--- config.mk ---
export PLATFORM = sky130hd
export DESIGN_NAME = ls_queue
export DESIGN_NICKNAME = d
export VERILOG_FILES = /design/src/hdl/lsu_pkg.sv /design/src/hdl/ls_queue.sv
export SDC_FILE = /design/constraint.sdc
export NUM_CORES = 1
export LEC_CHECK = 0
export ABC_AREA = 1
export BUFFER_PORTS_ARGS = -buffer_cell sky130_fd_sc_hd__buf_2
export CORE_MARGIN = 2
export CORE_UTILIZATION = 30
export CTS_CLUSTER_DIAMETER = 150
export DETAILED_ROUTE_END_ITERATION = 8
export PLACE_DENSITY = 0.54
export SLEW_MARGIN = 10
export SYNTH_ARGS = -nofsm -noshare
export SYNTH_HDL_FRONTEND = slang
export SYNTH_SLANG_ARGS = --single-unit
export TNS_END_PERCENT = 50
--- constraint.sdc ---
create_clock -name clock -period 19.25 [get_ports clock]
set_input_delay 3.85 -clock clock [delete_from_list [all_inputs] [get_ports clock]]
set_output_delay 3.85 -clock clock [all_outputs]
set_load 0.03 [all_outputs]
--- src/hdl/lsu_pkg.sv ---
`default_nettype none

package lsu_pkg;

    parameter int XLEN = 32;
    parameter int TAG_LEN = 5; // rob tag

    typedef enum logic [1:0] {
        bus_none  = 2'b00,
        bus_load  = 2'b01,
        bus_store = 2'b10
    } bus_command_t;

    // same encoding as func3[1:0]
    typedef enum logic [1:0] {
        byte_size = 2'b00,
        half_size = 2'b01,
        word_size = 2'b10
    } mem_size_t;

    typedef enum logic {
        ls_load  = 1'b0, // sign extend
        ls_loadu = 1'b1  // zero extend
    } ls_func_t;

    // one memory instruction as dispatched
    typedef struct packed {
        bus_command_t        mem_command;
        ls_func_t            func;
        logic [2:0]          func3;
        logic [XLEN-1:0]     value_src1; // base
        logic [XLEN-1:0]     value_src2; // store data
        logic [XLEN-1:0]     imm;
        logic [TAG_LEN-1:0]  insn_tag;
    } ls_insn_t;

    // writeback payload, data is zero for stores
    typedef struct packed {
        logic [TAG_LEN-1:0]  tag;
        logic [XLEN-1:0]     data;
    } ls_result_t;

endpackage

`default_nettype wire
--- src/hdl/ls_queue.sv ---
`timescale 1ns/10ps
`default_nettype none

module ls_queue #(
    parameter int DEPTH = 4
) (
    input  wire logic              clock,
    input  wire logic              rst,
    input  wire logic              disp_req,
    output logic                   disp_ack,
    input  wire lsu_pkg::ls_insn_t disp_insn,
    output logic                   head_valid,
    output lsu_pkg::ls_insn_t      head,
    input  wire logic              head_take
);
    import lsu_pkg::*;

    localparam int PTR_W = $clog2(DEPTH);
    localparam int CNT_W = $clog2(DEPTH + 1);
    localparam logic [CNT_W-1:0] FULL_COUNT = CNT_W'(DEPTH);

    typedef enum logic {
        disp_wait,
        disp_hold
    } disp_state_t;

    disp_state_t      disp_state;
    ls_insn_t         entries [DEPTH];
    logic [PTR_W-1:0] wr_ptr;
    logic [PTR_W-1:0] rd_ptr;
    logic [CNT_W-1:0] count;
    logic             full;
    logic             push;
    logic             pop;

    assign full       = (count == FULL_COUNT);
    assign head_valid = (count != '0);
    assign head       = entries[rd_ptr]; // oldest entry

    // take one entry per handshake, only with room left
    assign push = (disp_state == disp_wait) && disp_req && !full;
    assign pop  = head_take && head_valid;

    // four-phase dispatch side
    always_ff @(posedge clock) begin
        if (rst) begin
            disp_state <= disp_wait;
            disp_ack   <= 1'b0;
        end else begin
            case (disp_state)
                disp_wait: begin
                    if (push) begin
                        disp_ack   <= 1'b1;
                        disp_state <= disp_hold;
                    end
                end
                disp_hold: begin
                    if (!disp_req) begin // source has let go
                        disp_ack   <= 1'b0;
                        disp_state <= disp_wait;
                    end
                end
                default: disp_state <= disp_wait;
            endcase
        end
    end

    always_ff @(posedge clock) begin
        if (push) begin
            entries[wr_ptr] <= disp_insn;
        end
    end

    // pointers wrap on their own, depth is a power of two
    always_ff @(posedge clock) begin
        if (rst) begin
            wr_ptr <= '0;
            rd_ptr <= '0;
            count  <= '0;
        end else begin
            if (push) begin
                wr_ptr <= wr_ptr + 1'b1;
            end
            if (pop) begin
                rd_ptr <= rd_ptr + 1'b1;
            end
            case ({push, pop})
                2'b10:   count <= count + 1'b1;
                2'b01:   count <= count - 1'b1;
                default: count <= count; // both or neither
            endcase
        end
    end

endmodule

`default_nettype wire

* After elaboration in Yosys (flattened, before gate mapping)
Memory sizes are Yosys's and may differ from the RTL's. A register that Yosys moved wholly into a read port is not among the register bits.
Cells that the tools add are included.
W data, S select, Z words.
** Word-level totals
- Bits in registers :: 9
- Memory bits (writable) :: 428
- Input bits :: 111
- Output and inout bits :: 109
- Logic and storage cells :: 33
- Memories :: 1
** Operators by class
- Add/subtract/negate cells :: 4
- Eq/ne operators :: 5
- Multiplexer cells :: 10
- Bitwise gates (word level) :: 1
- Reduce and logical (&&, ||, !) cells :: 7
** Memory list
- entries :: depth 4, bits a word 107, read ports 1, clocked after memory_dff 1, wr ports 1, line ls_queue.sv:28 : ls_insn_t entries [DEPTH];
** Operators by type and width (number)
- $pmux W3 S2 :: 1
- $mux W1 :: 5
- $add A2 B1 Y2 const B :: 2
- $mux W2 :: 2
- $ne A2 B2 Y1 const B :: 2
- $pmux W1 S2 :: 2
- $add A3 B1 Y3 const B :: 1
- $eq A3 B3 Y1 const B :: 1
- $logic_and A1 B1 Y1 :: 3
- $reduce_bool A3 Y1 :: 1
- $sub A3 B1 Y3 const B :: 1
- $eq A2 B1 Y1 const B :: 1
- $eq A2 B2 Y1 const B :: 1
- $reduce_and A2 Y1 :: 1
- $reduce_bool A2 Y1 :: 1
- $logic_not A1 Y1 :: 1
- $not A1 Y1 :: 1

* Depth between registers and ports, before layout
- Depth in word-level cells :: 5
- Depth in mapped cells :: 13

* Worst setup path before layout
No wires, ideal clock.
- Path type :: input to register
- Start :: input disp_req
- End :: memory entries[0][0] in the netlist's numbering (enable)
- Arrival :: 8.700 ns
- Setup slack :: 9.976 ns
- Stages :: 4
- Buffers on the path :: 0
- Cell sequence :: inv_1 -> nor2_1 -> nand2_1 -> nor2_1
** Between the ends
- Cells in the longest elaborated chain, start to end :: 4
** RTL lines
- start: declaration :: line ls_queue.sv:9 : input wire logic disp_req,
- $logic_and A1 B1 Y1 (2 in a row) :: line ls_queue.sv:41 : assign push = (disp_state == disp_wait) && disp_req && !full;
- $mux W1 :: line ls_queue.sv:69 : if (push) begin
- $mux W1 (implied by the code) :: line ls_queue.sv:70 : entries[wr_ptr] <= disp_insn;
- end: declaration :: line ls_queue.sv:28
No other way between the ends.

==> summary.md <==
| Metric | Value |
|---|---|
| Worst-margin pin slew | `around 0.94 ns` |
| Area growth, synth to finish | `19.2%` |
| Gpl congestion | `0.710` |
| Clock slew at reported path FFs | `0.06 ns` |
| Crit path required time | `15.40 ns` |
| Mean number of vias per cell | `~4.7` |
| Critical path endpoint category | `output port` |
| Residual DRC | `0` |
| Cell count after synthesis | `1112` |
| Fraction of layout cells with a size suffix above 1 | `22.3%` |
| RSZ-0062 raised after global routing | `no` |
| CP peak stage delay | `between 0.8 and 0.9 ns` |
| Fin nets | `1442` |
| Net Sw Power | `0.927 mW` |
| Chip Height | `about 240 um` |
| First-pass GRT wire length | `between 50000 and 60000 um` |
| Rows | `85` |
| Clk_lat worst skew | `between 0.5 and 0.6 ns` |
| Clock skew | `0.0280 ns` |
| Fin cells | `about 2k` |
| Mapped Nets | `1229` |
| Maximum net fanout on the critical path | `59` |
| Hold_ws | `0.499 ns` |
| Die area | `about 57000 um^2` |
| CP top delay family | `buffers and inverters` |
| Worst hold start | `rd_ptr[1]` |
| Top cell type's share of synthesized area | `78.4%` |
| Detailed placement HPWL | `20800 um` |
| CP startpoint kind | `flop` |
| Clock Sinks | `439` |
| CP arrival | `3.39 ns` |
| Antenna-violating nets left | `0` |
| Leakage | `6.71 nW` |
| Initial antenna violation count | `7` |
| Most area-consuming cells after synthesis | `edfxtp_1 (78%), o21ai_0 (6.1%), nor2_1 (5.2%)` |
| Synth unique cells | `22` |
| Hold WC Path Type | `reg -> reg` |
| Post-CTS Resized | `0` |
| Final Hold Vio Count | `0` |
| Vias post-DR | `9777` |
| Buf+Inv Stages, Crit Path | `3` |
| Drt wl/cell | `between 15 and 20 um` |
| Num CTS Buffers | `between 40 and 50` |
| Setup bufs post-CTS | `0` |
| Post-synth EDFFs | `428` |
| CP max-delay cell | `clkinv_2` |
| Crit-path cells | `clkinv_2 -> buf_4 -> o21ai_0 -> o22ai_1 -> buf_2` |
| Fillers | `5160` |
| Max_cap viols | `0` |
| Reg2reg path depth | `5` |
| Pwr per Cell Area | `139 nW/um^2` |
| Mapped Area | `16400 um^2` |
| Sequential fraction of the synthesis area | `79.7%` |
| Pin count of the biggest net entering global routing | `105` |
| Reg2Reg Capture Point | `entries[1][106]` |
| Area of the multi-input gates | `2840 um^2` |
| Post-layout min period | `7.24 ns` |
| Most frequent cells in the layout | `edfxtp_1 (428), nor2_1 (222), buf_2 (219), o21ai_0 (201), o22ai_1 (107)` |
| Core area | `53900 um^2` |
| Clock network power share | `between 30% and 40%` |
| Critical path class | `reg -> out` |
| Yosys warns | `0` |
| Total Power | `roughly 2.7 mW` |
| Remaining Overflow, GRT | `0` |
| Max IR drop VDD | `0.104 mV` |
| Share of power burned in registers | `42.6%` |
| Hold_buf cts | `0` |
| RR Startpoint | `disp_state` |
| Detailed Routing Iterations Pass 1 | `4` |
| Async set-or-reset flop fraction in the synthesized netlist | `0%` |
| Worst-case clock buffer depth | `3` |
| Max Slew Vio Count | `0` |
| Area post-placement | `18100 um^2` |
| Main synth FF type | `edfxtp_1` |
| Internal power | `1.79 mW` |
| Net Sw Frac | `34.2%` |
| TritonCTS clock tree | `built` |
| Average size of a mapped cell | `14.7 um^2` |
| Post-route setup TNS | `0 ns` |
| WHS Path Cells | `2` |
| Commonest non-fill, non-tap cell in the layout | `edfxtp_1` |
| IO Count | `220` |
| Synthesis-stage register bit count | `439` |
| Die X-Extent | `between 200 and 250 um` |
| Count of final setup violators | `0` |
| Post-route clock period utilization | `a little under two fifths` |
| Logic gate share of total power | `26.0%` |
| Finished Cell Area | `19600 um^2` |
| Fmax | `138 MHz` |
| Root buffer cell | `clkbuf_16` |
| Flop2flop setup slack | `around 17 ns` |
| Routed Wire Length | `38800 um` |
| Status | `finished clean` |
| H-tree levels | `2` |
| Initial cell density of the core | `a little under a third` |
| Total Routing Usage GR | `a little over an eighth` |
| Worst slew margin | `between 30% and 40%` |
| Initial DRC count | `622` |
| Leading area contributor after synthesis | `edfxtp_1` |
| Placed instance count | `1971` |
| Register area | `~13000 um^2` |
| Vias in the first global route | `9664` |
| Port Buffers | `219` |
-- sequential cells by signal, summed over array words and instances, names as in the netlist, named ones only --
| register | count |
|---|---|
| entries | 428 |
| count | 3 |
| rd_ptr | 2 |
| wr_ptr | 2 |
| disp_ack | 1 |
| disp_state | 1 |
-- through the flow --
step	setup slack, ns	utilization (%)
after floorplan	9.98	-
after global placement	12.53	33.6
after detailed placement	12.48	33.6
after CTS	11.85	36.3
after global routing	11.76	36.3
final	12.01	36.3
-- synth_stat cells (4+ instances only) --
library cell / count
nand3_1: 5
buf_2: 10
buf_4: 4
dfxtp_1: 11
o21ai_0: 201
a21oi_1: 5
nor2_1: 226
edfxtp_1: 428
o21ai_1: 15
clkbuf_1: 36
ha_1: 5
nand2_1: 16
buf_6: 18
inv_1: 18
o22ai_1: 107
-- power by group through the flow --
| stage | sequential (mW) | combinational [mW] | clock [mW] |
|---|---|---|---|
| after floorplan | 1.16 | 0.518 | 0 |
| after global placement | 1.18 | 0.708 | 0 |
| after detailed placement | 1.18 | 0.715 | 0 |
| after CTS | 1.16 | 0.716 | 0.880 |
| after global routing | 1.16 | 0.763 | 0.917 |
| final | 1.16 | 0.705 | 0.852 |
-- cells by family (layout without fill, tap and decap cells) --
logic type      count (synthesis)  count (layout)  synth area share (%)
flops                         439             439                  79.7
fa+ha+maj                       6               6                 0.503
buf+inv                        90             342                  3.19
simple gates                  247             247                  5.69
compound gates                330             330                  10.9
other cells                     0               1                     0
-- per-layer routing --
layer  global-route usage (%)  vias to the layer above  wire length (um)
met5                        0                        -                86
met4                     3.68                       14               721
met3                     4.22                       65              2690
met2                     20.9                      236             17800
met1                     18.1                     4845             17500
li1                         -                     4617                 -
-- layout make-up --
class	count	area share, %
sequential	439	66.9
inverter	20	0.416
tap	696	4.45
antenna	1	0.0128
clock buffer	55	6.39
clock inverter	34	1.06
multi-input combinational	583	14.5
timing repair buffer	233	6.27
-- worst reg2reg max path, delay by kind of cell, from the launching register on --
| kind | cells | cell delay [ns] |
|---|---|---|
| buffers and inverters | 2 | 1.10 |
| AND/OR/NAND/NOR | 3 | 0.88 |
| flip-flops | 1 | 0.32 |
-- how the worst max path moves through the flow --
stage | start | to | slack (ns) | cells past startpoint
finish | flop | head[52] | 12.01 | 5
global route | flop | head[103] | 11.76 | 5
CTS | flop | head[103] | 11.85 | 5
detailed placement | flop | head[103] | 12.48 | 5
global placement | flop | head[103] | 12.53 | 5
floorplan | disp_req | entries[0][0] | 9.98 | 4
(Power assumes the default switching activity.)
