**src/hdl/lsu_pkg.sv**
```systemverilog
`default_nettype none

package lsu_pkg;

    parameter int XLEN = 32;
    parameter int TAG_LEN = 5; // rob tag

    typedef enum logic [1:0] {
        bus_none  = 2'b00,
        bus_load  = 2'b01,
        bus_store = 2'b10
    } bus_command_t;

    // same encoding as func3[1:0]
    typedef enum logic [1:0] {
        byte_size = 2'b00,
        half_size = 2'b01,
        word_size = 2'b10
    } mem_size_t;

    typedef enum logic {
        ls_load  = 1'b0, // sign extend
        ls_loadu = 1'b1  // zero extend
    } ls_func_t;

    // one memory instruction as dispatched
    typedef struct packed {
        bus_command_t        mem_command;
        ls_func_t            func;
        logic [2:0]          func3;
        logic [XLEN-1:0]     value_src1; // base
        logic [XLEN-1:0]     value_src2; // store data
        logic [XLEN-1:0]     imm;
        logic [TAG_LEN-1:0]  insn_tag;
    } ls_insn_t;

    // writeback payload, data is zero for stores
    typedef struct packed {
        logic [TAG_LEN-1:0]  tag;
        logic [XLEN-1:0]     data;
    } ls_result_t;

endpackage

`default_nettype wire
```
**src/hdl/ls_unit.sv**
```systemverilog
`timescale 1ns/10ps
`default_nettype none

module ls_unit (
    input  wire logic                     clock,
    input  wire logic                     rst,
    input  wire logic                     head_valid,
    input  wire lsu_pkg::ls_insn_t        head,
    output logic                          head_take,
    output lsu_pkg::bus_command_t         mem_command,
    output logic [lsu_pkg::XLEN-1:0]      mem_addr,
    output lsu_pkg::mem_size_t            mem_size,
    output logic [lsu_pkg::XLEN-1:0]      mem_wdata,
    input  wire logic                     mem_hit,
    input  wire logic [lsu_pkg::XLEN-1:0] mem_rdata,
    output logic                          wb_req,
    input  wire logic                     wb_ack,
    output lsu_pkg::ls_result_t           wb_result
);
    import lsu_pkg::*;

    typedef enum logic [1:0] {
        st_idle,
        st_access,
        st_writeback,
        st_release
    } unit_state_t;

    unit_state_t     state;
    ls_insn_t        insn;      // instruction in flight
    logic [1:0]      lane;
    logic [7:0]      byte_lane;
    logic [15:0]     half_lane;
    logic            sign_bit;
    logic [XLEN-1:0] load_data;

    // all derived from the latched insn, so stable while busy
    assign mem_addr    = insn.value_src1 + insn.imm;
    assign mem_size    = mem_size_t'(insn.func3[1:0]);
    assign mem_command = (state == st_access) ? insn.mem_command : bus_none;
    assign wb_req      = (state == st_writeback);
    assign lane        = mem_addr[1:0];

    // store data copied into every lane it could land in
    always_comb begin
        case (mem_size)
            byte_size: mem_wdata = {4{insn.value_src2[7:0]}};
            half_size: mem_wdata = {2{insn.value_src2[15:0]}};
            default:   mem_wdata = insn.value_src2;
        endcase
    end

    // lane select and extension on the returned word
    always_comb begin
        byte_lane = mem_rdata[{lane, 3'b000} +: 8];
        half_lane = mem_rdata[{lane[1], 4'b0000} +: 16];
        sign_bit  = 1'b0;
        case (mem_size)
            byte_size: begin
                sign_bit  = (insn.func == ls_load) && byte_lane[7];
                load_data = {{(XLEN-8){sign_bit}}, byte_lane};
            end
            half_size: begin
                sign_bit  = (insn.func == ls_load) && half_lane[15];
                load_data = {{(XLEN-16){sign_bit}}, half_lane};
            end
            default: load_data = mem_rdata;
        endcase
    end

    always_ff @(posedge clock) begin
        if (rst) begin
            state     <= st_idle;
            head_take <= 1'b0;
            wb_result <= '0;
        end else begin
            case (state)
                st_idle: begin
                    if (head_take) begin // queue pops on this edge
                        head_take <= 1'b0;
                        state     <= st_access;
                    end else if (head_valid) begin
                        head_take <= 1'b1;
                    end
                end
                st_access: begin
                    if (mem_hit) begin
                        wb_result.tag <= insn.insn_tag;
                        if (insn.mem_command == bus_load) begin
                            wb_result.data <= load_data;
                        end else begin
                            wb_result.data <= '0;
                        end
                        state <= st_writeback;
                    end
                end
                st_writeback: begin
                    if (wb_ack) begin
                        state <= st_release;
                    end
                end
                st_release: begin
                    if (!wb_ack) begin // wb_req already low here
                        state <= st_idle;
                    end
                end
                default: state <= st_idle;
            endcase
        end
    end

    always_ff @(posedge clock) begin
        if (head_take) begin
            insn <= head;
        end
    end

endmodule

`default_nettype wire

```
**config.mk**
```make
export PLATFORM = sky130hd
export DESIGN_NAME = ls_unit
export DESIGN_NICKNAME = d
export VERILOG_FILES = /design/src/hdl/lsu_pkg.sv /design/src/hdl/ls_unit.sv
export SDC_FILE = /design/constraint.sdc
export NUM_CORES = 1
export LEC_CHECK = 0
export BUFFER_PORTS_ARGS = -buffer_cell sky130_fd_sc_hd__clkbuf_2
export CAP_MARGIN = 20
export CORE_UTILIZATION = 51
export CTS_CLUSTER_DIAMETER = 100
export DETAILED_ROUTE_END_ITERATION = 6
export MAX_ROUTING_LAYER = met4
export PLACE_DENSITY = 0.83
export SLEW_MARGIN = 20
export SYNTH_ARGS = -nofsm -noshare
export SYNTH_HDL_FRONTEND = slang
export SYNTH_SLANG_ARGS = --single-unit
```
**constraint.sdc**
```tcl
create_clock -name clock -period 4.6 [get_ports clock]
set_input_delay 0.92 -clock clock [delete_from_list [all_inputs] [get_ports clock]]
set_output_delay 0.92 -clock clock [all_outputs]
set_load 0.02 [all_outputs]
```
**After elaboration in Yosys (flattened, before gate mapping)**

Cells that the tools add are included.

- Bitwise operators: 1
- Mux-type cells: 11
- Reduce and logical (&&, ||, !) cells: 6
- Shifts and indexed selects: 2
- Add/subtract/negate cells: 1
- Eq/ne operators: 9

Operators by type and width:

| operator | number |
|---|---|
| one-hot mux 32 bit (2 select lines) | 2 |
| adder 32 bit | 1 |
| 2-to-1 mux 32 bit | 1 |
| indexed part select 32 x 6 -> 16 bit | 1 |
| indexed part select 32 x 6 -> 8 bit | 1 |
| 2-to-1 mux 2 bit | 5 |
| one-hot mux 2 bit (4 select lines) | 1 |
| == test 2 x 1 -> 1 bit, second input constant | 3 |
| inequality test 2 bit, second input constant | 3 |
| == test 2 bit, second input constant | 2 |
| zero test 2 bit | 2 |
| AND reduction 4 bit | 1 |
| logical AND 1 bit | 2 |
| 2-to-1 mux 1 bit | 2 |
| inequality test 2 x 1 -> 1 bit, second input constant | 1 |
| AND reduction 2 bit | 1 |
| NOT 1 bit | 1 |

- Output and inout bits: 107
- Logic and storage cells: 41
- Register bits: 146

**Logic depth before layout (Yosys ltp)**

Gate-level depths: netlist (run 1).

- Depth after elaboration: 5
- Mapped depth: 11
- Depth with buffers taken out: 10

**Worst setup path after synthesis (run 1)**

No wires, ideal clock.

- Path type: register to register
- From: register head_take
- To: register state[0]
- Arrival: 3.665 ns
- Data required time: 4.460 ns
- Period minus slack after synthesis: 3.805 ns
- Path slack: 0.795 ns
- Path buffers: 0
- Stages on the path, launching flop included: 4
- Cell sequence: dfxtp_1 -> o221ai_1 -> nor3_1 -> a211oi_1

- Cells in the longest elaborated chain, start to end: 2

RTL lines:

| what | RTL line | source |
|---|---|---|
| start: declaration | ls_unit.sv:9 | `output logic head_take,` |
| start signal: assignment | ls_unit.sv:74 | `head_take <= 1'b0;` |
| start signal: assignment | ls_unit.sv:80 | `head_take <= 1'b0;` |
| start signal: assignment | ls_unit.sv:83 | `head_take <= 1'b1;` |
| inequality test 2 bit (no line) | n/a |  |
| AND reduction 4 bit (no line) | n/a |  |
| end signal: assignment | ls_unit.sv:73 | `state <= st_idle;` |
| end signal: assignment | ls_unit.sv:81 | `state <= st_access;` |
| end signal: assignment | ls_unit.sv:94 | `state <= st_writeback;` |
| end: declaration | ls_unit.sv:29 | `unit_state_t state;` |

Every way passes these cells.
A chain may end at the register's enable or synchronous reset.

**Worst setup path in the final report (run 1)**

- From: register insn[87] (netlist bit)
- To: output mem_addr[25] (netlist bit)

- Cells in the longest elaborated chain, start to end: 1

RTL lines:

| what | RTL line | source |
|---|---|---|
| start: declaration | ls_unit.sv:30 | `ls_insn_t insn;` |
| start signal: assignment | ls_unit.sv:114 | `insn <= head;` |
| adder 32 bit | ls_unit.sv:38 | `assign mem_addr = insn.value_src1 + insn.imm;` |
| end: declaration | ls_unit.sv:11 | `output logic [lsu_pkg::XLEN-1:0] mem_addr,` |

Every way passes these cells.

==> metrics.txt, run 1 <==
hold buffers post-CTS 0; WL/cell 17.4 µm; All-Layer GR Usage 0.265; Final Setup Violations 0; predominant post-synthesis flop cell edfxtp_1; critical path's largest stage delay 0.51 ns; DP Area 0.00864 mm²; port bufs 249; Final GP Congestion 0.984; GRT overflow 0; Die ar. 0.0148 mm²; num rows 43; largest net degree at the start of global routing 60; Worst-path clk slew 0.06 ns; Synth Register Bits 146; Placed Cells 1,057; arrival time worst endpoint 2.99 ns; vias 6,119; combinational share of power 0.369; Die Ht 122 µm; Worst-Margin Slew 1.09 ns; post-DP HPWL 13,900 µm; PnR Total Power 4.94 mW; Slew Limit Headroom 0.271; share of the synthesized area in the top cell type 0.435; Worst-Skew Late Latency 0.42 ns; Crit. End Element output pin; Post-DRT Antenna Nets 0; postcts setup bufs 0; Layout Utilization 0.662; Inserted Clock Buffers 17; Initial Utilization 0.525; Max Slew Vio Count 0; clk buf depth 2; ranking of synthesized cells by area edfxtp_1 (44%), dfxtp_1 (11%), ha_1 (6.2%), a21oi_1 (4.9%), nand2_1 (3.8%); commonest cells in the synthesized netlist edfxtp_1 (106), nand2_1 (75), a21oi_1 (72), o21ai_0 (46), dfxtp_1 (40); sw power 1.82 mW; root buffer cell clkbuf_16; Int Pwr 3.12 mW; clk sinks 146; post-synthesis sequential area ratio 0.544; Clk pwr share 0.275; initial antenna violation count 1; Switching Fraction 0.368; Residual DRC 0; fin crit period 3.91 ns; Final Cell Area 0.00923 mm²; Avg Cell Area, Syn 11.1 µm²; first-pass GRT wire length 28,700 µm; Worst Path Max Fanout 11; cells after synthesis 661; Die Wd 122 µm; Synthesized Nets 842; H-tree levels 4; critical path required time 3.68 ns; Flop pwr share 0.357; fin nets 1,077; FFs w/ async S/R, synth 0; Yosys top cell by area edfxtp_1; First-pass DRT Iterations 6; Leakage 3.95 nW; final std cells w/o fill 1,090; yosys warns 0; slowest CP cell ha_1; Routed WL 18,900 µm; fin crit share 0.850; I/O pins 251; CTS tree done; vias in the first global route 5,947; fraction of layout cells with a size suffix above 1 0.349; unrepaired setup endpoints after global routing false; Max Clk Rate 0.256 GHz; drt first-iter violations 631; worst path cell trace ha_1 -> and3_1 -> nand4_1 -> nor4_1 -> o21ai_0 -> nand2_1 -> a31oi_1 -> xnor2_1 -> clkbuf_2; final hold viol count 0; number of distinct library cells after synthesis 62; number of synthesized flops with an enable pin 106; Worst VDD drop 0.346 mV; Mapped Area 0.00732 mm²; top-count cell post-synth edfxtp_1; Setup crit start kind flip-flop; Avg Vias per Cell 5.61; power density cells 535 mW/mm²; CP Class reg -> out; Tightest Hold Check Type reg -> reg; outcome complete, no violations; Core ar. 0.0139 mm²; Layout area overhead 26.2%; Fin Setup TNS 0 ns; Max Cap Violations 0; worst path bufs/invs 1; post-CTS sizing 0; final worst clock skew 0.00769 ns; Top delay family on crit path simple AND/OR/NAND/NOR gates
==> metrics by stage <==
step           setup slack, ns  hold WS [ns]
3_5_place_dp              1.16         0.444
6_report                 0.688         0.452
2_1_floorplan            0.795         0.471
3_3_place_gp              1.20         0.438
5_1_grt                  0.460         0.469
4_1_cts                  0.698         0.452
==> final cells by class <==
type,count,area [µm²]
Antenna cell,1,2.50
Clock buffer,22,487
Clock inverter,10,100
Fill cell,1080,4700
Inverter,24,90.1
Multi-Input combinational cell,454,3060
Sequential cell,146,3990
Tap cell,180,225
Timing Repair Buffer,253,1280
==> power groups by stage <==
| stage | registers (mW) | logic, mW | clock network [mW] |
|---|---|---|---|
| after floorplan | 1.83 | 1.22 | 0 |
| after global placement | 1.78 | 1.76 | 0 |
| after detailed placement | 1.79 | 1.80 | 0 |
| after CTS | 1.76 | 1.81 | 1.37 |
| after global routing | 1.78 | 1.97 | 1.43 |
| final | 1.76 | 1.82 | 1.36 |
==> layer usage <==
metal,part of all wire,wire length [µm],GRT usage
met2,0.51,9650,0.452
met3,0.092,1750,0.0824
met4,0.026,489,0.105
met1,0.37,7030,0.285
met5,0,0,-
==> path summary, 6_finish.rpt <==
path | start | end | slack, ns | depth (start not counted)
max reg2reg | insn[5]$_DFFE_PP_ | wb_result[13]$_SDFFE_PP0P_ | 1.30 | 10
min reg2reg | wb_result[2]$_SDFFE_PP0P_ | wb_result[2]$_SDFFE_PP0P_ | 0.45 | 2
min | wb_result[2]$_SDFFE_PP0P_ | wb_result[2]$_SDFFE_PP0P_ | 0.45 | 2
max | insn[87]$_DFFE_PP_ | mem_addr[25] | 0.69 | 9
==> tightest hold or removal path: cells and delay by family (launching register included) <==
family,cells,cell delay [ns]
flops,1,0.31
compound gates,1,0.05
simple gates,1,0.05
==> sequential cells by signal (all words and copies together), names as in the netlist <==
| signal | count |
|---|---|
| mem_size | 2 |
| wb_result | 37 |
| insn | 104 |
| head_take | 1 |
| state | 2 |
==> cell families after synthesis <==
| kind of cell | count (synthesis) | synth area share |
|---|---|---|
| simple gates | 166 | 0.108 |
| flops | 146 | 0.544 |
| buf+inv | 61 | 0.0369 |
| xor+xnor | 25 | 0.0299 |
| mux | 35 | 0.0535 |
| fa+ha+maj | 37 | 0.0643 |
| compound gates | 191 | 0.163 |
==> placed cells by master (no fill, tap or decap), types with 3 or more instances in the layout <==
master and count:
ha_1 36, mux2i_1 11, inv_1 24, o21bai_1 6, xor2_1 7, or3_1 3, and2_1 7, dfxtp_1 39
nand4_1 6, nand3_1 8, nor2_1 30, a21oi_1 72, clkbuf_1 3, nand2_1 75, nor2b_1 5, clkinv_4 4
xnor2_1 18, and3_1 6, o221ai_1 8, a21o_1 12, clkbuf_16 19, nand2b_1 4, a31oi_1 3, nor3_1 8
o21ai_0 46, a221oi_1 10, o21a_1 11, mux2_2 23, edfxtp_1 106, buf_4 4, a211oi_1 4, clkbuf_2 249
Power figures use the tool's default switching activity.
==> run 2: changes to the inputs <==
--- a/config.mk
+++ b/config.mk
@@ -8,9 +8,10 @@
 export BUFFER_PORTS_ARGS = -buffer_cell sky130_fd_sc_hd__clkbuf_2
 export CAP_MARGIN = 20
-export CORE_UTILIZATION = 51
+export CORE_MARGIN = 2
+export CORE_UTILIZATION = 55
 export CTS_CLUSTER_DIAMETER = 100
 export DETAILED_ROUTE_END_ITERATION = 6
 export MAX_ROUTING_LAYER = met4
-export PLACE_DENSITY = 0.83
+export PLACE_DENSITY = 0.89
 export SLEW_MARGIN = 20
 export SYNTH_ARGS = -nofsm -noshare
==> constraint.sdc (replaced) <==
create_clock -name clock -period 4.5 [get_ports clock]
set_input_delay 0.225 -clock clock [delete_from_list [all_inputs] [get_ports clock]]
set_output_delay 0.225 -clock clock [all_outputs]
set_load 0.02 [all_outputs]
==> metrics.txt, run 2 (synthesized netlist as in run 1, its figures left out) <==
outcome complete, no violations; max reg flops 104; All-Layer GR Usage 0.330; arrival time worst endpoint 3.13 ns; initial antenna violation count 1; PnR Total Power 5.21 mW; unrepaired setup endpoints after global routing false; Worst-Margin Slew 1.07 ns; commonest cells after routing, fill and taps aside clkbuf_2 (249), edfxtp_1 (106), dlygate4sd3_1 (105); worst path cell trace ha_1 -> a21o_1 -> a21oi_1 -> a21oi_1 -> o21ai_0 -> nand2_1 -> a311oi_1 -> xnor2_1 -> clkbuf_2; critical path's largest stage delay 0.47 ns; Avg Vias per Cell 5.75; # fillers 760; Die Ht 119 µm; H-tree levels 4; multi-input gate area in the final layout 0.00306 mm²; Reg area 0.00399 mm²; post-DP HPWL 13,800 µm; Largest Register insn; fin nets 1,182; critical path required time 4.28 ns; GRT overflow 0; Final Setup Violations 0; port bufs 249; Max Clk Rate 0.298 GHz; Worst-path clk slew 0.07 ns; I/O pins 251; Die ar. 0.0142 mm²; CP Class reg -> out; clk buf depth 2; Residual DRC 0; Worst VDD drop 0.393 mV; vias 6,850; Slew Limit Headroom 0.283; Inserted Clock Buffers 17; fin crit period 3.35 ns; Fin Setup TNS 0 ns; num rows 42; largest net degree at the start of global routing 74; power density cells 507 mW/mm²; Crit. End Element output pin; most used cell, CP a21oi_1; Initial Utilization 0.557; First-pass DRT Iterations 6; final hold viol count 0; vias in the first global route 7,017; postcts setup bufs 0; root buffer cell clkbuf_16; Layout area overhead 40.5%; Tightest Hold Check Type in -> reg; Worst-Skew Late Latency 0.43 ns; final worst clock skew 0.0136 ns; fraction of layout cells with a size suffix above 1 0.316; slowest CP cell a311oi_1; Final GP Congestion 0.943; Max Cap Violations 0; largest registers insn x104, wb_result x37; clk sinks 146; Max Slew Vio Count 0; WL/cell 19.3 µm; first-pass GRT wire length 35,400 µm; Die Wd 119 µm; fin crit share 0.745; Routed WL 23,000 µm; CTS tree done; drt first-iter violations 695; Leakage 4.39 nW; Setup crit start kind flip-flop; Worst Path Max Fanout 5; Core ar. 0.0131 mm²; Post-DRT Antenna Nets 0; commonest non-fill, non-tap cell in the layout clkbuf_2
[run 2: cell types whose count changed in the layout (fill, tap and decap cells not counted), sizes merged]
cell         delta
inv             +6
dlygate4sd3   +105
clkinv          -3
clkbuf          -2
bufinv          -1
[run 2: metrics by stage]
stage | worst slack, ns | instances | cell area [µm²] | hold slack, ns | util
floorplan | 0.695 | 661 | 7320 | 0.324 | -
finish | 1.15 | 1191 | 10300 | 0.0198 | 0.782
global route | 0.935 | 1191 | 10300 | 0.00264 | 0.782
CTS | 1.25 | 1190 | 10300 | 0.00345 | 0.782
global placement | 1.44 | 1053 | 8640 | 0.401 | 0.657
detailed placement | 1.38 | 1053 | 8640 | 0.404 | 0.657
[run 2: critical path: cells and delay by family (launching register included)]
kind,cells,cell delay (ns)
adder cells (fa/ha/maj),1,0.37
XOR/XNOR,1,0.19
AND/OR/NAND/NOR,1,0.18
buffers and inverters,1,0.20
flip-flops,1,0.38
AO/OA/AOI/OAI,5,1.37
[run 2: path summary, 6_finish.rpt]
| check | from | endpoint | slack (ns) | cells after the start |
|---|---|---|---|---|
| hold / removal | head[90] | insn[90]$_DFFE_PP_ | 0.02 | 1 |
| setup reg to reg | insn[69]$_DFFE_PP_ | wb_result[10]$_SDFFE_PP0P_ | 1.19 | 10 |
| hold reg to reg | wb_result[23]$_SDFFE_PP0P_ | wb_result[23]$_SDFFE_PP0P_ | 0.45 | 2 |
| setup / recovery | insn[8]$_DFFE_PP_ | mem_addr[27] | 1.15 | 9 |
[run 2: layout make-up]
cell class | instances | area share
Antenna cell | 1 | 0.000243
Timing Repair Buffer | 358 | 0.226
Clock buffer | 20 | 0.0466
Tap cell | 176 | 0.0214
Multi-Input combinational cell | 454 | 0.298
Clock inverter | 12 | 0.0106
Sequential cell | 146 | 0.388
Inverter | 24 | 0.00876
[run 2: what timing repair did]
action                                 CTS  global route
endpoints found under the hold margin  105             0
resized for setup                        0             0
hold buffers                           105             0
[run 2: layer usage]
layer | share of wire | GRT usage | up-vias | wire length [µm]
li1 | - | - | 3133 | -
met1 | 0.36 | 0.358 | 3194 | 8170
met2 | 0.51 | 0.570 | 444 | 11600
met3 | 0.096 | 0.0867 | 79 | 2210
met4 | 0.043 | 0.143 | 0 | 992
met5 | 0 | - | - | 0
[run 2: power breakdown]
part	switching (mW)	total, mW	internal (mW)
sequential	0.146	1.83	1.68
clock	0.617	1.41	0.793
combinational	1.24	1.98	0.739
total	2.00	5.21	3.21
==> run 3: changes to the inputs <==
CORE_UTILIZATION = 46   (was 55)
PLACE_DENSITY = 0.79   (was 0.89)
clock period = 2.7 ns   (was 4.5 ns; I/O delays follow)
==> metrics.txt, run 3 (synthesized netlist as in run 1, its figures left out) <==
failing checks setup timing; port bufs 249; power density cells 836 mW/mm²; combinational share of power 0.437; Max Slew Vio Count 0; multi-input gate area in the final layout 0.00357 mm²; max reg flops 104; vias in the first global route 6,873; CTS tree done; Leakage 4.66 nW; First-pass DRT Iterations 5; I/O pins 251; Reg area 0.00399 mm²; Residual DRC 0; Inserted Clock Buffers 17; # fillers 1,053; Post-DRT Antenna Nets 0; root buffer cell clkbuf_16; n_diodes 0; hold depth 3; WHS 0.0264 ns; WL/cell 18.5 µm; Flop pwr share 0.323; Worst-path clk slew 0.06 ns; fin crit share 1.06; Die Ht 130 µm; R2R depth 11; pre-CTS setup slack -0.00978 ns; CP Class reg -> out; Int Pwr 5.77 mW; Die Wd 130 µm; reg2reg start insn[69]$_DFFE_PP_; drt first-iter violations 557; Tightest Hold Check Type in -> reg; Max Clk Rate 0.350 GHz; Largest Register insn; sw power 3.57 mW; Layout Utilization 0.712; post-DP HPWL 14,200 µm; Crit. End Element output pin; Initial Utilization 0.466; Worst Path Max Fanout 7; Die ar. 0.0169 mm²; Slew Limit Headroom 0.443; final std cells w/o fill 1,268; unrepaired setup endpoints after global routing true; outcome finished, violations left; commonest non-fill, non-tap cell in the layout clkbuf_2; RR Endpoint wb_result[13]$_SDFFE_PP0P_; fin nets 1,220; Core ar. 0.0157 mm²; Layout area overhead 52.9%; fin crit period 2.85 ns; Final Setup Violations 13; largest net degree at the start of global routing 45; initial antenna violation count 0; H-tree levels 4; final worst setup slack -0.153 ns; GRT overflow 0; Routed WL 23,400 µm; Setup crit start kind flip-flop; clk sinks 146; Worst-Skew Late Latency 0.43 ns; Max Cap Violations 0; vias 6,842; Clk pwr share 0.240; Avg Vias per Cell 5.40; critical path required time 2.57 ns; largest registers insn x104, wb_result x37; CP startpoint insn[84]$_DFFE_PP_; DP Area 0.00881 mm²; clk buf depth 2; Final Cell Area 0.0112 mm²; Placed Cells 1,108; num rows 46; reg-to-reg slack, setup 0.12 ns; WHS Endpoint wb_result[18]$_SDFFE_PP0P_; Switching Fraction 0.382; hold_sp mem_rdata[18]; commonest cells after routing, fill and taps aside clkbuf_2 (228), dlygate4sd3_1 (106), edfxtp_1 (106); Worst VDD drop 0.624 mV; final worst clock skew 0.0121 ns; Worst-Margin Slew 0.836 ns; All-Layer GR Usage 0.273; Final GP Congestion 0.882; arrival time worst endpoint 2.72 ns; fraction of layout cells with a size suffix above 1 0.404; final hold viol count 0; first-pass GRT wire length 34,100 µm
[run 3: cell types whose count changed in the layout (fill, tap and decap cells not counted), sizes merged]
cell	previous run	this run
diode	1	0
clkinv	3	4
dlygate4sd3	105	106
inv	31	32
clkbuf	269	248
buf	4	60
[run 3: through the flow]
stage                     power (mW)  setup TNS [ns]
after global routing            9.77           -3.38
after floorplan                 5.18               0
after CTS                       8.96           -1.40
final                           9.35           -1.14
after global placement          6.14               0
after detailed placement        6.19        -0.00978
[run 3: worst max path at each step]
stage                                             to  slack (ns)  cells after the start
after floorplan            wb_result[8]$_SDFFE_PP0P_        0.26                     10
after global placement    wb_result[20]$_SDFFE_PP0P_        0.05                     10
after detailed placement  wb_result[23]$_SDFFE_PP0P_       -0.01                     10
after CTS                               mem_addr[24]       -0.17                     11
after global routing                    mem_addr[26]       -0.30                      9
final                                   mem_addr[24]       -0.15                      9
[run 3: layout make-up]
type	count	area share
sequential	146	0.356
inverter	24	0.00805
timing repair buffer	396	0.243
clock inverter	14	0.0106
tap	216	0.0242
multi-input combinational	454	0.319
clock buffer	18	0.0384
[run 3: what timing repair did]
item                       in CTS  in global routing
hold buffers                  106                  0
buffers inserted               20                  2
hold endpoints to repair      106                  0
setup endpoints to repair      23                 42
resized for setup              78                 68
cloned                          0                  0
pin swaps                      41                 30
[run 3: worst max-delay path: stages (launching register included)]
cell and delay [ns]:
edfxtp_1 0.43, ha_4 0.30, a21o_1 0.19, o21bai_4 0.19
nor3_2 0.25, a31oi_4 0.15, or2_4 0.26, a41oi_2 0.21
xnor2_1 0.15, buf_4 0.17
[run 3: layer usage]
metal | wire length, µm | vias to the layer above | global-route usage
met5 | 0 | - | -
met3 | 1790 | 46 | 0.0718
li1 | - | 3200 | -
met4 | 635 | 0 | 0.102
met2 | 12600 | 347 | 0.493
met1 | 8370 | 3249 | 0.285
[run 3: power groups by stage]
stage | Sequential (mW) | Combinational (mW) | Clock [mW]
detailed placement | 3.02 | 3.17 | 0
finish | 3.02 | 4.09 | 2.24
global placement | 3.01 | 3.13 | 0
global route | 3.05 | 4.37 | 2.35
CTS | 2.99 | 3.71 | 2.26
floorplan | 3.10 | 2.08 | 0
